`src/hdl/video_pkg.sv`:
```
// single-clock video constants and types; timing values are fixed and sized for 7-bit h and 6-bit v
`default_nettype none

package video_pkg;

    // clk cycles per pixel, must stay 2 or more for the buffer read latency
    localparam int pxl_div = 2;

    localparam int h_active = 64;
    localparam int h_total = 80;
    localparam int v_active = 48;
    localparam int v_total = 56;
    localparam int hs_start = 68;
    localparam int hs_len = 6;
    localparam int vs_start = 50;
    localparam int vs_len = 2;

    // 16-bit words with four 4-bit pixels each
    localparam int words_per_line = 16;

    typedef logic [6:0] hpos_t;
    typedef logic [5:0] vpos_t;
    typedef logic [21:0] rom_addr_t;
    typedef logic [15:0] rom_data_t;
    typedef logic [3:0] pix_t;
    typedef logic [23:0] rgb_t;
    typedef logic [7:0] apb_addr_t;
    typedef logic [31:0] apb_data_t;

    // register map, byte offsets
    localparam apb_addr_t reg_ctrl = 8'h00;
    localparam apb_addr_t reg_tile_base = 8'h04;
    localparam apb_addr_t reg_status = 8'h08;
    localparam apb_addr_t pal_base = 8'h40;

    typedef struct packed {
        logic      psel;
        logic      penable;
        logic      pwrite;
        apb_addr_t paddr;
        apb_data_t pwdata;
    } apb_req_s;

    typedef struct packed {
        apb_data_t prdata;
        logic      pready;
        logic      pslverr;
    } apb_rsp_s;

    // lhbl and lvbl are high while visible
    typedef struct packed {
        logic hs;
        logic vs;
        logic lhbl;
        logic lvbl;
    } sync_s;

    typedef struct packed {
        rom_addr_t addr;
        logic      rd;
    } rom_req_s;

    typedef struct packed {
        logic      ack;
        logic      dok;
        rom_data_t data;
    } rom_rsp_s;

endpackage

`default_nettype wire
```
`src/hdl/arcade_video.sv`:
```
// tile layer only, one clock domain; the SDRAM port expects a single bank with rd/ack/dok
`timescale 1ns/1ps
`default_nettype none

module arcade_video (
    input  logic                clk,
    input  logic                rst,
    input  video_pkg::apb_req_s apb_req,
    output video_pkg::apb_rsp_s apb_rsp,
    output video_pkg::rom_req_s rom_req,
    input  video_pkg::rom_rsp_s rom_rsp,
    output video_pkg::sync_s    sync,
    output video_pkg::rgb_t     rgb,
    output logic                pxl_cen
);
    import video_pkg::*;

    hpos_t      h;
    vpos_t      v;
    sync_s      sync_raw;
    logic       line_start;
    logic       frame_start;
    rom_addr_t  tile_base;
    logic       display_en;
    logic       buf_we;
    logic       buf_wr_half;
    logic [3:0] buf_wr_word;
    rom_data_t  buf_wr_data;
    logic       buf_rd_half;
    logic [3:0] buf_rd_word;
    rom_data_t  buf_rd_data;
    pix_t       pal_idx;
    rgb_t       pal_rgb;

    cen_gen u_cen (
        .clk     (clk),
        .rst     (rst),
        .pxl_cen (pxl_cen)
    );

    video_timing u_timing (
        .clk         (clk),
        .rst         (rst),
        .pxl_cen     (pxl_cen),
        .h           (h),
        .v           (v),
        .sync        (sync_raw),
        .line_start  (line_start),
        .frame_start (frame_start)
    );

    // tile words for the next line
    line_fetch u_fetch (
        .clk        (clk),
        .rst        (rst),
        .line_start (line_start),
        .v          (v),
        .tile_base  (tile_base),
        .rom_req    (rom_req),
        .rom_rsp    (rom_rsp),
        .buf_we     (buf_we),
        .buf_half   (buf_wr_half),
        .buf_word   (buf_wr_word),
        .buf_data   (buf_wr_data)
    );

    line_buffer u_buf (
        .clk     (clk),
        .we      (buf_we),
        .wr_half (buf_wr_half),
        .wr_word (buf_wr_word),
        .wr_data (buf_wr_data),
        .rd_half (buf_rd_half),
        .rd_word (buf_rd_word),
        .rd_data (buf_rd_data)
    );

    gcu_regs u_regs (
        .clk         (clk),
        .rst         (rst),
        .apb_req     (apb_req),
        .apb_rsp     (apb_rsp),
        .frame_start (frame_start),
        .pal_idx     (pal_idx),
        .pal_rgb     (pal_rgb),
        .display_en  (display_en),
        .tile_base   (tile_base)
    );

    pixel_mixer u_mixer (
        .clk        (clk),
        .rst        (rst),
        .pxl_cen    (pxl_cen),
        .h          (h),
        .v          (v),
        .sync_in    (sync_raw),
        .buf_data   (buf_rd_data),
        .display_en (display_en),
        .pal_rgb    (pal_rgb),
        .buf_half   (buf_rd_half),
        .buf_word   (buf_rd_word),
        .pal_idx    (pal_idx),
        .sync_out   (sync),
        .rgb        (rgb)
    );

endmodule

`default_nettype wire

```
`src/hdl/pixel_mixer.sv`:
```
// colour and sync come out two pixel enables after h and v; needs pxl_div of 2 or more
`timescale 1ns/1ps
`default_nettype none

module pixel_mixer (
    input  logic                 clk,
    input  logic                 rst,
    input  logic                 pxl_cen,
    input  video_pkg::hpos_t     h,
    input  video_pkg::vpos_t     v,
    input  video_pkg::sync_s     sync_in,
    input  video_pkg::rom_data_t buf_data,
    input  logic                 display_en,
    input  video_pkg::rgb_t      pal_rgb,
    output logic                 buf_half,
    output logic [3:0]           buf_word,
    output video_pkg::pix_t      pal_idx,
    output video_pkg::sync_s     sync_out,
    output video_pkg::rgb_t      rgb
);
    import video_pkg::*;

    logic [1:0] nib;
    logic       vis;
    sync_s      sync_d;

    // stage 1: buffer address plus delayed nibble, visible and sync
    always_ff @(posedge clk) begin
        if (pxl_cen) begin
            buf_half <= v[0];
            buf_word <= h[5:2];
            nib <= h[1:0];
        end
    end

    always_ff @(posedge clk) begin
        if (rst) begin
            vis <= 1'b0;
            sync_d <= '0;
        end else if (pxl_cen) begin
            vis <= sync_in.lhbl && sync_in.lvbl;
            sync_d <= sync_in;
        end
    end

    // buffer word arrives one clk after the address, well before the next enable
    assign pal_idx = buf_data[{nib, 2'b00} +: 4];

    // stage 2: colour and sync leave together
    always_ff @(posedge clk) begin
        if (rst) begin
            rgb <= '0;
            sync_out <= '0;
        end else if (pxl_cen) begin
            rgb <= (vis && display_en) ? pal_rgb : '0;
            sync_out <= sync_d;
        end
    end

endmodule

`default_nettype wire

```
`src/hdl/gcu_regs.sv`:
```
// APB without wait states; palette writes are immediate so they belong in vblank
`timescale 1ns/1ps
`default_nettype none

module gcu_regs (
    input  logic                 clk,
    input  logic                 rst,
    input  video_pkg::apb_req_s  apb_req,
    output video_pkg::apb_rsp_s  apb_rsp,
    input  logic                 frame_start,
    input  video_pkg::pix_t      pal_idx,
    output video_pkg::rgb_t      pal_rgb,
    output logic                 display_en,
    output video_pkg::rom_addr_t tile_base
);
    import video_pkg::*;

    rgb_t        pal_mem [0:15];
    rom_addr_t   tile_shadow;
    logic [15:0] frame_cnt;
    logic        access;
    logic        pal_hit;
    logic        err;
    logic        wr_en;
    pix_t        pal_sel;
    apb_data_t   rd_val;

    always_comb begin
        access = apb_req.psel && apb_req.penable;
        // 0x40..0x7c, word aligned
        pal_hit = (apb_req.paddr[7:6] == pal_base[7:6]) && (apb_req.paddr[1:0] == 2'b00);
        pal_sel = apb_req.paddr[5:2];
        err = 1'b0;
        rd_val = '0;
        if (pal_hit) begin
            rd_val = {8'h00, pal_mem[pal_sel]};
        end else begin
            case (apb_req.paddr)
                reg_ctrl: rd_val = {31'b0, display_en};
                reg_tile_base: rd_val = apb_data_t'(tile_shadow);
                reg_status: begin
                    rd_val = {16'h0000, frame_cnt};
                    err = apb_req.pwrite;
                end
                default: err = 1'b1;
            endcase
        end
        wr_en = access && apb_req.pwrite && !err;
        apb_rsp.pready = access;
        apb_rsp.pslverr = access && err;
        apb_rsp.prdata = (access && !apb_req.pwrite) ? rd_val : '0;
    end

    always_ff @(posedge clk) begin
        if (rst) begin
            display_en <= 1'b0;
            tile_shadow <= '0;
            tile_base <= '0;
            frame_cnt <= '0;
        end else begin
            if (wr_en && !pal_hit && (apb_req.paddr == reg_ctrl)) begin
                display_en <= apb_req.pwdata[0];
            end
            if (wr_en && !pal_hit && (apb_req.paddr == reg_tile_base)) begin
                tile_shadow <= apb_req.pwdata[21:0];
            end
            // new base only at the top of the vs line
            if (frame_start) begin
                tile_base <= tile_shadow;
                frame_cnt <= frame_cnt + 1'b1;
            end
        end
    end

    always_ff @(posedge clk) begin
        if (wr_en && pal_hit) begin
            pal_mem[pal_sel] <= apb_req.pwdata[23:0];
        end
    end

    // async read for the mixer
    assign pal_rgb = pal_mem[pal_idx];

endmodule

`default_nettype wire

```
`src/hdl/line_buffer.sv`:
```
// two 16-word halves, read data shows one clk after the read address
`timescale 1ns/1ps
`default_nettype none

module line_buffer (
    input  logic                 clk,
    input  logic                 we,
    input  logic                 wr_half,
    input  logic [3:0]           wr_word,
    input  video_pkg::rom_data_t wr_data,
    input  logic                 rd_half,
    input  logic [3:0]           rd_word,
    output video_pkg::rom_data_t rd_data
);
    import video_pkg::*;

    rom_data_t mem [0:31];

    // half select is the top address bit
    always_ff @(posedge clk) begin
        if (we) begin
            mem[{wr_half, wr_word}] <= wr_data;
        end
        rd_data <= mem[{rd_half, rd_word}];
    end

endmodule

`default_nettype wire

```
`src/hdl/line_fetch.sv`:
```
// one bank read in flight; a line_start that comes while a fetch is still running is ignored
`timescale 1ns/1ps
`default_nettype none

module line_fetch (
    input  logic                 clk,
    input  logic                 rst,
    input  logic                 line_start,
    input  video_pkg::vpos_t     v,
    input  video_pkg::rom_addr_t tile_base,
    output video_pkg::rom_req_s  rom_req,
    input  video_pkg::rom_rsp_s  rom_rsp,
    output logic                 buf_we,
    output logic                 buf_half,
    output logic [3:0]           buf_word,
    output video_pkg::rom_data_t buf_data
);
    import video_pkg::*;

    typedef enum logic [1:0] {
        idle,
        request,
        wait_ack,
        wait_data
    } state_t;

    state_t     state;
    vpos_t      next_line;
    vpos_t      line_n;
    logic [3:0] word;

    // line to be shown after the current one
    assign next_line = (v == vpos_t'(v_total - 1)) ? '0 : v + 1'b1;

    // dok words go straight into the buffer
    assign buf_we = (state == wait_data) && rom_rsp.dok;
    assign buf_half = line_n[0];
    assign buf_word = word;
    assign buf_data = rom_rsp.data;

    always_ff @(posedge clk) begin
        if (rst) begin
            state <= idle;
            rom_req.rd <= 1'b0;
            word <= '0;
        end else begin
            case (state)
                idle: begin
                    if (line_start && (next_line < vpos_t'(v_active))) begin
                        line_n <= next_line;
                        word <= '0;
                        state <= request;
                    end
                end
                request: begin
                    // 16n + k, since k is the low nibble
                    rom_req.addr <= tile_base + rom_addr_t'({line_n, word});
                    rom_req.rd <= 1'b1;
                    state <= wait_ack;
                end
                wait_ack: begin
                    if (rom_rsp.ack) begin
                        rom_req.rd <= 1'b0;
                        state <= wait_data;
                    end
                end
                wait_data: begin
                    if (rom_rsp.dok) begin
                        if (word == 4'(words_per_line - 1)) begin
                            state <= idle;
                        end else begin
                            word <= word + 1'b1;
                            state <= request;
                        end
                    end
                end
                default: state <= idle;
            endcase
        end
    end

endmodule

`default_nettype wire

```
`src/hdl/video_timing.sv`:
```
// counters move on pxl_cen only; sync flags stay low until the first enable after reset
`timescale 1ns/1ps
`default_nettype none

module video_timing (
    input  logic            clk,
    input  logic            rst,
    input  logic            pxl_cen,
    output video_pkg::hpos_t h,
    output video_pkg::vpos_t v,
    output video_pkg::sync_s sync,
    output logic            line_start,
    output logic            frame_start
);
    import video_pkg::*;

    hpos_t h_nxt;
    vpos_t v_nxt;
    logic  h_wrap;

    always_comb begin
        h_wrap = (h == hpos_t'(h_total - 1));
        h_nxt = h_wrap ? '0 : h + 1'b1;
        v_nxt = v;
        if (h_wrap) begin
            v_nxt = (v == vpos_t'(v_total - 1)) ? '0 : v + 1'b1;
        end
    end

    always_ff @(posedge clk) begin
        if (rst) begin
            h <= '0;
            v <= '0;
            sync <= '0;
            line_start <= 1'b0;
            frame_start <= 1'b0;
        end else begin
            // strobes land in the cycle where h already reads 0
            line_start <= pxl_cen && h_wrap;
            frame_start <= pxl_cen && h_wrap && (v_nxt == vpos_t'(vs_start));
            if (pxl_cen) begin
                h <= h_nxt;
                v <= v_nxt;
                // flags decoded from the next count so they line up with h and v
                sync.hs <= (h_nxt >= hpos_t'(hs_start)) &&
                           (h_nxt < hpos_t'(hs_start + hs_len));
                sync.vs <= (v_nxt >= vpos_t'(vs_start)) &&
                           (v_nxt < vpos_t'(vs_start + vs_len));
                sync.lhbl <= (h_nxt < hpos_t'(h_active));
                sync.lvbl <= (v_nxt < vpos_t'(v_active));
            end
        end
    end

endmodule

`default_nettype wire

```
`src/hdl/cen_gen.sv`:
```
// pixel enable is one clk in every pxl_div, first pulse comes pxl_div cycles after reset
`timescale 1ns/1ps
`default_nettype none

module cen_gen (
    input  logic clk,
    input  logic rst,
    output logic pxl_cen
);
    import video_pkg::*;

    logic [$clog2(pxl_div)-1:0] cnt;

    always_ff @(posedge clk) begin
        if (rst) begin
            cnt <= '0;
            pxl_cen <= 1'b0;
        end else begin
            pxl_cen <= (cnt == pxl_div - 1);
            cnt <= (cnt == pxl_div - 1) ? '0 : cnt + 1'b1;
        end
    end

endmodule

`default_nettype wire

```
`config.mk`:
```
export PLATFORM = sky130hd
export DESIGN_NAME = arcade_video
export DESIGN_NICKNAME = d
export VERILOG_FILES = /design/src/hdl/video_pkg.sv /design/src/hdl/arcade_video.sv /design/src/hdl/pixel_mixer.sv /design/src/hdl/gcu_regs.sv /design/src/hdl/line_buffer.sv /design/src/hdl/line_fetch.sv /design/src/hdl/video_timing.sv /design/src/hdl/cen_gen.sv
export SDC_FILE = /design/constraint.sdc
export NUM_CORES = 1
export LEC_CHECK = 0
export BUFFER_PORTS_ARGS = -buffer_cell sky130_fd_sc_hd__buf_4
export CORE_ASPECT_RATIO = 0.75
export CORE_MARGIN = 5
export CORE_UTILIZATION = 40
export CTS_CLUSTER_DIAMETER = 40
export DETAILED_ROUTE_END_ITERATION = 7
export PLACE_DENSITY = 0.55
export RECOVER_POWER = 25
export SYNTH_ARGS = -nofsm -noshare
export SYNTH_HDL_FRONTEND = slang
export SYNTH_SLANG_ARGS = --single-unit
```
`constraint.sdc`:
```
create_clock -name clk -period 5.7 [get_ports clk]
set_clock_uncertainty 0.2 [all_clocks]
set_input_delay 0.285 -clock clk [delete_from_list [all_inputs] [get_ports clk]]
set_output_delay 0.285 -clock clk [all_outputs]
set_load 0.02 [all_outputs]
```
Word-level counts from Yosys, hierarchy flattened:

Memories as Yosys holds them, arrays and structs flattened. A register that Yosys moved wholly into a read port is not among the register bits.
Index checks and enable logic that the tools add are counted.

* register bits: 157
* memory bits (writable): 896
* input port bits: 63
* output and inout port bits: 86
* logic and storage cells: 120
* memories: 2

* add/subtract/negate cells: 6
* order comparisons: 7
* equality and inequality tests: 14
* shift-type cells: 1
* multiplexer cells: 24
* bitwise operators: 1
* reductions and logical operators: 33

Memory list
* u_buf.mem: depth 32, bits a word 16, rd ports 1, clocked after memory_dff 1, wr ports 1, line line_buffer.sv:17 `rom_data_t mem [0:31];`
* u_regs.pal_mem: depth 16, bits a word 24, rd ports 2, clocked after memory_dff 0, wr ports 1, line gcu_regs.sv:18 `rgb_t pal_mem [0:15];`

Operators by type and width (count)
* $pmux 22 s3: 1
* $mux 32: 2
* $mux 24: 1
* $add 22x10->22: 1
* $logic_and 1x1->1: 18
* $lt 6x6->1 const B: 3
* $add 16x1->16 const B: 1
* $shiftx 16x5->4: 1
* $lt 7x7->1 const B: 2
* $eq 6x6->1 const B: 2
* $mux 4: 3
* $mux 6: 2
* $eq 8x3->1 const B: 1
* $eq 8x4->1 const B: 1
* $logic_not 8->1: 1
* $pmux 2 s4: 1
* $pmux 4 s2: 1
* $add 7x1->7 const B: 1
* $eq 7x7->1 const B: 1
* $ge 7x7->1 const B: 1
* $mux 1: 7
* $mux 7: 1
* $add 6x1->6 const B: 1
* $ge 6x6->1 const B: 1
* other kinds (17): 31

Depth between registers and ports, before layout:

Gate-level depths: netlist of run 1.

* depth in word-level cells: 9
* mapped depth: 9
* gate-level depth less buffers: 8

Modules after synthesis:

Synthesis of run 1 repeated with hierarchy kept, for this count alone.

* cells, all modules: 2736
* area, all modules: 45785.2 µm²

By module, submodules not included
* line_buffer: times used 1, cells each 1143, area an instance 20535.9 µm², sequential area each 15695.1 µm²
* gcu_regs: times used 1, cells each 1091, area an instance 20219.4 µm², sequential area each 12752.2 µm²
* line_fetch: times used 1, cells each 216, area an instance 2254.7 µm², sequential area each 980.9 µm²
* pixel_mixer: times used 1, cells each 150, area an instance 1602.8 µm², sequential area each 870.8 µm²
* video_timing: times used 1, cells each 132, area an instance 1114.8 µm², sequential area each 380.4 µm²
* cen_gen: times used 1, cells each 4, area an instance 57.6 µm², sequential area each 40.0 µm²

Least setup slack after synthesis of run 1:

OpenSTA, ideal clock, no wires.

* path kind: input to register
* start point: input apb_req[39] (netlist bit)
* end point: memory u_regs.pal_mem[3][0] (netlist bit) (enable)
* library setup time: 0.435 ns
* data arrival time: 2.751 ns
* required time: 5.065 ns
* path slack: 2.314 ns
* stages on the path: 5
* buffers on the path: 0
* cells stage by stage: nor3_1 nand2_1 nor2_1 nand3_1 nor3_1

* cells in the longest elaborated chain, start to end: 9

RTL lines
* start: declaration: line arcade_video.sv:8 `input video_pkg::apb_req_s apb_req,`
* $eq 8x3->1 / $logic_not 8->1 (equally long branches): line gcu_regs.sv:38 `case (apb_req.paddr)`
* $reduce_or 2->1 (no line)
* $pmux 1 s2: line gcu_regs.sv:38
* $mux 1: line gcu_regs.sv:35 `if (pal_hit) begin`
* $logic_not 1->1: line gcu_regs.sv:48 `wr_en = access && apb_req.pwrite && !err;`
* $logic_and 1x1->1: line gcu_regs.sv:48
* $logic_and 1x1->1 *: line gcu_regs.sv:76 `if (wr_en && pal_hit) begin`
* $mux 1 *: line gcu_regs.sv:76
* $mux 1 (not written as such) *: line gcu_regs.sv:77 `pal_mem[pal_sel] <= apb_req.pwdata[23:0];`
* end: declaration: line gcu_regs.sv:18

Every way passes the cells marked *; elsewhere a longest branch is shown, timed or not.

==> run metrics, run 1 <==
vias per std cell=5.794; die width=~400 um; Leak=17.46 nW; adder-cell share of the synthesized area=0.6493%; clk_lat worst skew=approximately 0.73 ns; Die Span Y=302.0 um; overall routing resource usage=20.74%; core area=113,300 sq um; Synth async-reset ratio=0%; Placer Congestion=0.8472; post-layout min period=3.820 ns; DR WL/cell=26.98 um; Synth top area share=61.48%; maxcap violations=0; R2R Path Start=u_mixer.nib[1]; synthesized flop and latch total=around 1,100; # rows=between 100 and 150; WP buf/inv=3; most frequent cells in the layout=edfxtp_1 (931), nand2_1 (330), mux4_2 (305); first-pass GRT wire length=182.3 mm; R2R Path End=u_mixer.rgb[4]; status=finished clean; initial antenna violation count=6; Overall Power=18.20 mW; Placed Cells=4,345; Rel. slew slack=9.082%; setup violators final=0; TritonCTS Sinks=1,069; CTS tree=built; critical path arrival=3.33 ns; Least-Margin Pin Slew=1.364 ns; final net count=3,088; io pins=149; startpoint class of the critical path=input pin; number of synthesized flops with an enable pin=about 930; total grt overflow=0; Crit Path Class=in2out; leading area contributor after synthesis=edfxtp_1; Post-Layout Cell Count=between 4,000 and 5,000; critical path endpoint category=output port; R2R depth=7; Clk pwr share=47.1%; Critical Path Fanout Max=66; Comb pwr share=5.7%; post-route setup slack=1.880 ns; Yosys Warn Count=0; synthesized cell area=45,480 sq um; drc violations=0; Largest stage delay, worst path=0.76 ns; unrepaired setup endpoints after global routing=false; total negative slack=0 ns; CP Cell Sequence=buf_4, buf_4, mux4_2, mux4_2, o22a_1, buf_4; CTS root buf=clkbuf_16; Avg Cell Area, Syn=~16 sq um; mux share of post-synthesis cell area=around 17%; Compound-Gate Fraction of Synth Area=3.951%; largest net degree at the start of global routing=129; Netlist cell types=a little over 60; FF-to-FF setup slack=~2.2 ns; Psw=4.063 mW; Int Pwr=about 14 mW; Pins Over Slew Limit=0; sequential power share=47.1%; DRT iter0 DRCs=slightly below 3,000; period utilization=67.01%; crit-path most repeated cell=buf_4; main combinational cell family by area after synthesis=multiplexers; H-tree depth=4; Slowest cell on crit path=buf_4; final wirelength=125.2 mm; vias in the first global route=26,780; cell count of the worst hold path=1; clk slew on worst S/H paths=0.05 ns; Fmax=261.8 MHz; clk buf depth=3; CP delay by family, top=buffers and inverters; ratio of cells with drive above 1 in the final layout=25.05%; XOR/XNOR share of the synthesized area=0.7126%; DR vias=26,900; port buffer count=132; Hold Violations, Final=0; Synth Instances=2,798; ys flop type=edfxtp_1; synth top area cells=edfxtp_1 (61%), mux4_2 (15%), dfxtp_1 (6.1%); Peak VDD IR=0.3026 mV; Power Dens Cells=~340 nW/um^2; first drt pass iteration count=5; Post-CTS Resized=0; antenna-violating nets left=0; Required @ worst endpoint=5.22 ns; Area Overhead vs Synth=17.18%; most common cell after layout, fill and taps aside=edfxtp_1; cts bufs inserted=roughly 140; post-synthesis sequential area ratio=roughly 68%; Post-Synth Simple-Gate Area=7.891%; dpl ws=1.914 ns; hold path startpoint=u_cen.cnt; # Post-CTS Setup Buffers=0; Final HPWL DP=75.07 mm; Starting Density=40.15%; Hold Crit Endpoint=u_cen.cnt; Hold WC Path Type=reg2reg; final core occ=47.05%; Sw Ratio=approximately 22%; die area=120,600 sq um
[worst max-delay path by stage]
stage	start	to	slack, ns	cells after the start
floorplan	apb_req[39]	u_regs.pal_mem[3][0]	2.31	5
global placement	apb_req[35]	apb_rsp[6]	1.93	6
detailed placement	apb_req[35]	apb_rsp[6]	1.91	6
CTS	apb_req[35]	apb_rsp[6]	1.90	6
global route	apb_req[34]	apb_rsp[19]	1.77	6
finish	apb_req[35]	apb_rsp[6]	1.88	6
[area by class of cell]
class	instances	area, sq um
clock inverters	86	947.2
repair buffers	250	1962
clock buffers	163	3630
well taps	1526	1909
flip-flops and latches	1069	30720
multi-input cells	1528	14050
diodes	2	5.005
fillers	9550	59970
inverters	18	67.56
[through the flow]
step / cell area (sq um) / hold WS, ns
2_1_floorplan: 45500 / 0.1839
4_1_cts: 53390 / 0.1461
6_report: 53290 / 0.2079
5_1_grt: 53290 / 0.2188
3_5_place_dp: 48360 / 0.1984
3_3_place_gp: 48360 / 0.1914
[power by group through the flow]
stage	Combinational [mW]	Sequential [mW]	Clock (mW)
global placement	0.997	8.74	0
global route	1.12	8.58	9.10
finish	1.04	8.58	8.58
floorplan	0.604	8.76	0
CTS	1.05	8.58	8.74
detailed placement	1.02	8.74	0
[timing repair]
item / in CTS / in global routing
hold endpoints to repair: 952 / 0
hold buffers: 46 / 0
endpoints found under the setup margin: 0 / 0
[sequential cells by signal (all words and copies together), names as in the netlist, 4 cells and up]
register / cells
u_buf.mem: 512
u_regs.pal_mem: 384
u_mixer.rgb: 24
u_fetch.rom_req: 23
u_regs.tile_base: 22
u_regs.tile_shadow: 22
u_buf.rd_data: 16
u_regs.frame_cnt: 16
u_timing.h: 7
u_fetch.line_n: 6
u_timing.v: 6
u_fetch.buf_word: 4
u_mixer.buf_word: 4
u_mixer.sync_d: 4
u_mixer.sync_out: 4
u_timing.sync: 4
[cells in the mapped netlist, types with 5 or more instances]
cell / instances
buf_2: 50
nand3_1: 177
clkbuf_1: 99
dfxtp_1: 138
inv_1: 18
mux2_2: 20
a21oi_1: 86
nand4_1: 35
and3_1: 12
a21boi_0: 5
or3_1: 6
edfxtp_1: 931
buf_6: 9
buf_4: 15
a311oi_1: 23
nand2_1: 330
xnor2_1: 14
o22a_1: 16
xor2_1: 23
ha_1: 22
nor3_1: 13
a211oi_1: 30
nor2_1: 166
o21ai_0: 18
mux4_2: 306
a21o_1: 5
o21a_1: 24
and2_0: 14
nor2b_1: 5
a22oi_1: 17
a31oi_1: 20
a22o_1: 6
and2_1: 14
nand3b_1: 5
nand2b_1: 12
buf_1: 17
mux2i_1: 65
[routing by layer]
metal / share of wire (%) / vias to the layer above / track usage, %
li1: - / 11510 / -
met1: 45 / 13870 / 31.63
met2: 43 / 1311 / 29.19
met3: 10 / 202 / 5.620
met4: 2.2 / 2 / 5.917
met5: 0.047 / - / 0.3571
[worst register-to-register path: stages (launching register included)]
cell	delay [ns]
edfxtp_1	0.73
mux4_2	0.46
inv_1	0.47
nand2b_1	0.64
buf_4	0.49
a311oi_1	0.31
a31oi_1	0.07
nand3_1	0.12
[cells by family after synthesis]
| family | count (synthesis) |
|---|---|
| flops | 1069 |
| simple gates | 801 |
| mux | 392 |
| compound gates | 267 |
| buf+inv | 208 |
| xor+xnor | 37 |
| fa+ha+maj | 23 |
| other cells | 1 |
(Power assumes the default switching activity.)
==> inputs of run 2 (changes only) <==
clock period = 3.58 ns   (was 5.7 ns; I/O delays follow)
==> run 2 against run 1 <==
Register-to-register slack worse by 1.8 ns. Design area up 1.5%. Clock power up 63%. Worst setup slack worse by 1.6 ns. Global-route usage up 0.47 points. Non-clock buffer count up 61. Flip-flop and latch count unchanged. Cell count up 1.5%. Critical path type is now in2reg. Wire length up 2.3%. Die area unchanged.
==> run metrics, run 2 (synthesis gave the netlist of run 1 again) <==
status=finished clean (unchanged); largest reg by FF count=u_buf.mem (unchanged); final wirelength=128.2 mm (was 125.2 mm); H-tree depth=4 (unchanged); most frequent cells in the layout=edfxtp_1 (931), nand2_1 (330), mux4_2 (305) (unchanged); maxcap violations=0 (unchanged); total grt overflow=0 (unchanged); period utilization=around nine tenths; Starting Density=40.15% (unchanged); Critical Path Fanout Max=9 (was 66); critical path endpoint category=flip-flop (was output port); vias in the first global route=27,270 (was 26,780); core area=113,300 sq um (unchanged); Die Span Y=302.0 um (unchanged); overall routing resource usage=21.21% (was 20.74%); Peak VDD IR=0.5112 mV (was 0.3026 mV); Placer Congestion=0.8416 (was 0.8472); grt peak-use layer=met1 (unchanged); # rows=107 (unchanged); initial antenna violation count=8 (was 6); die area=120,600 sq um (unchanged); ratio of cells with drive above 1 in the final layout=26.33% (was 25.05%); Overall Power=29.35 mW (was 18.20 mW); Least-Margin Pin Slew=1.346 ns (was 1.364 ns); Power Dens Cells=542.9 nW/um^2 (was 341.5 nW/um^2); Leak=17.89 nW (was 17.46 nW); post-layout min period=3.273 ns; max FFs per register=512 (unchanged); largest net degree at the start of global routing=69 (was 129); clk slew on worst S/H paths=0.05 ns (about the same); CTS root buf=clkbuf_16 (unchanged); first-pass GRT wire length=185.9 mm (was 182.3 mm); CTS tree=built (unchanged); drc violations=0 (unchanged); critical path arrival=3.50 ns (was 3.33 ns); startpoint class of the critical path=input pin (unchanged); clk buf depth=3 (unchanged); clk_lat worst skew=0.74 ns (was 0.73 ns); first drt pass iteration count=6 (was 5); DRT iter0 DRCs=3,254 (was 2,978); Hold Violations, Final=0 (unchanged); unrepaired setup endpoints after global routing=false (unchanged); TritonCTS Sinks=1,069 (unchanged); Rel. slew slack=10.24% (was 9.082%); final net count=3,152 (was 3,088); met2 GRT Util=30.07% (was 29.19%); final core occ=47.74% (was 47.05%); port buffer count=132 (unchanged); Area Overhead vs Synth=18.89% (was 17.18%); Fmax=about 310 MHz; Pins Over Slew Limit=0 (unchanged); met3 Usage GRT=5.803% (was 5.620%); antenna-violating nets left=0 (unchanged); CTS Hold Bufs=49 (was 46); total negative slack=0 ns (unchanged); vias per std cell=5.801 (was 5.794); cts bufs inserted=138 (was 135); DR WL/cell=27.21 um (was 26.98 um); Post-CTS Resized=0 (unchanged); Required @ worst endpoint=3.80 ns (was 5.22 ns); Hold WC Path Type=in2reg (was reg2reg); met1 Usage GRT=32.24% (was 31.63%); DR vias=27,330 (was 26,900); # Post-CTS Setup Buffers=0 (unchanged); die width=399.3 um (unchanged); Final HPWL DP=79.89 mm (was 75.07 mm); Crit Path Class=in2reg (was in2out); most common cell after layout, fill and taps aside=edfxtp_1 (unchanged); setup violators final=0 (unchanged); biggest registers after layout=u_buf.mem: 512 flops, u_regs.pal_mem: 384 flops, u_mixer.rgb: 24 flops (unchanged); io pins=149 (unchanged)
run 2: changes by cell type in the layout (fill, tap and decap cells not counted), moves of 3 or more:
cell / change
clkbuf_1: +7
bufinv_16: -3
buf_4: +40
buf_12: +15
clkinv_2: -6
clkbuf_8: +3
dlygate4sd3_1: +3
clkinvlp_4: -7
diode_2: +4
inv_6: +3
clkbuf_16: +4
run 2: worst paths after layout:
path | from | to | slack (ns) | cells after the start
setup reg to reg | u_fetch.buf_word[0] | u_fetch.rom_req[13] | 0.40 | 8
hold reg to reg | u_cen.cnt | u_cen.cnt | 0.21 | 1
setup / recovery | apb_req[41] | u_regs.pal_mem[12][18] | 0.31 | 10
hold / removal | rst | u_mixer.sync_out[0] | 0.17 | 3
run 2: stage by stage:
| stage | setup slack, ns | hold slack [ns] | area [sq um] | std cells |
|---|---|---|---|---|
| floorplan | 0.3001 | 0.07787 | 45500 | 2805 |
| global placement | 0.4276 | 0.1926 | 48980 | 4403 |
| detailed placement | 0.4247 | 0.1996 | 48980 | 4403 |
| CTS | 0.3676 | 0.02336 | 54170 | 4705 |
| global route | 0.2250 | 0.1514 | 54060 | 4707 |
| finish | 0.3066 | 0.1684 | 54070 | 4711 |
run 2: critical path, cell delays in order:
cell	delay, ns
dlygate4sd3_1	0.53
buf_4	0.10
nand2_1	0.13
dlygate4sd3_1	0.61
inv_1	0.12
nand2_1	0.09
nor2_1	0.47
nand2_1	0.36
nor2_4	0.54
buf_4	0.35
run 2: where the power goes:
group,total (mW),internal [mW],switching (mW)
sequential,13.7,13.6,0.0418
clock,14.0,8.39,5.58
combinational,1.73,0.656,1.08
run 2: final cells by class:
type	instances	area [sq um]
diodes	6	15.01
clock buffers	174	3786
clock inverters	79	914.6
fillers	9483	59200
inverters	18	67.56
multi-input cells	1528	14050
flip-flops and latches	1069	30720
well taps	1526	1909
repair buffers	311	2604
run 2: routing by layer:
layer | wire [um] | share of wire, %
met5 | 13 | 0.010
met1 | 57830 | 45
met3 | 12630 | 9.9
met2 | 54920 | 43
met4 | 2772 | 2.2
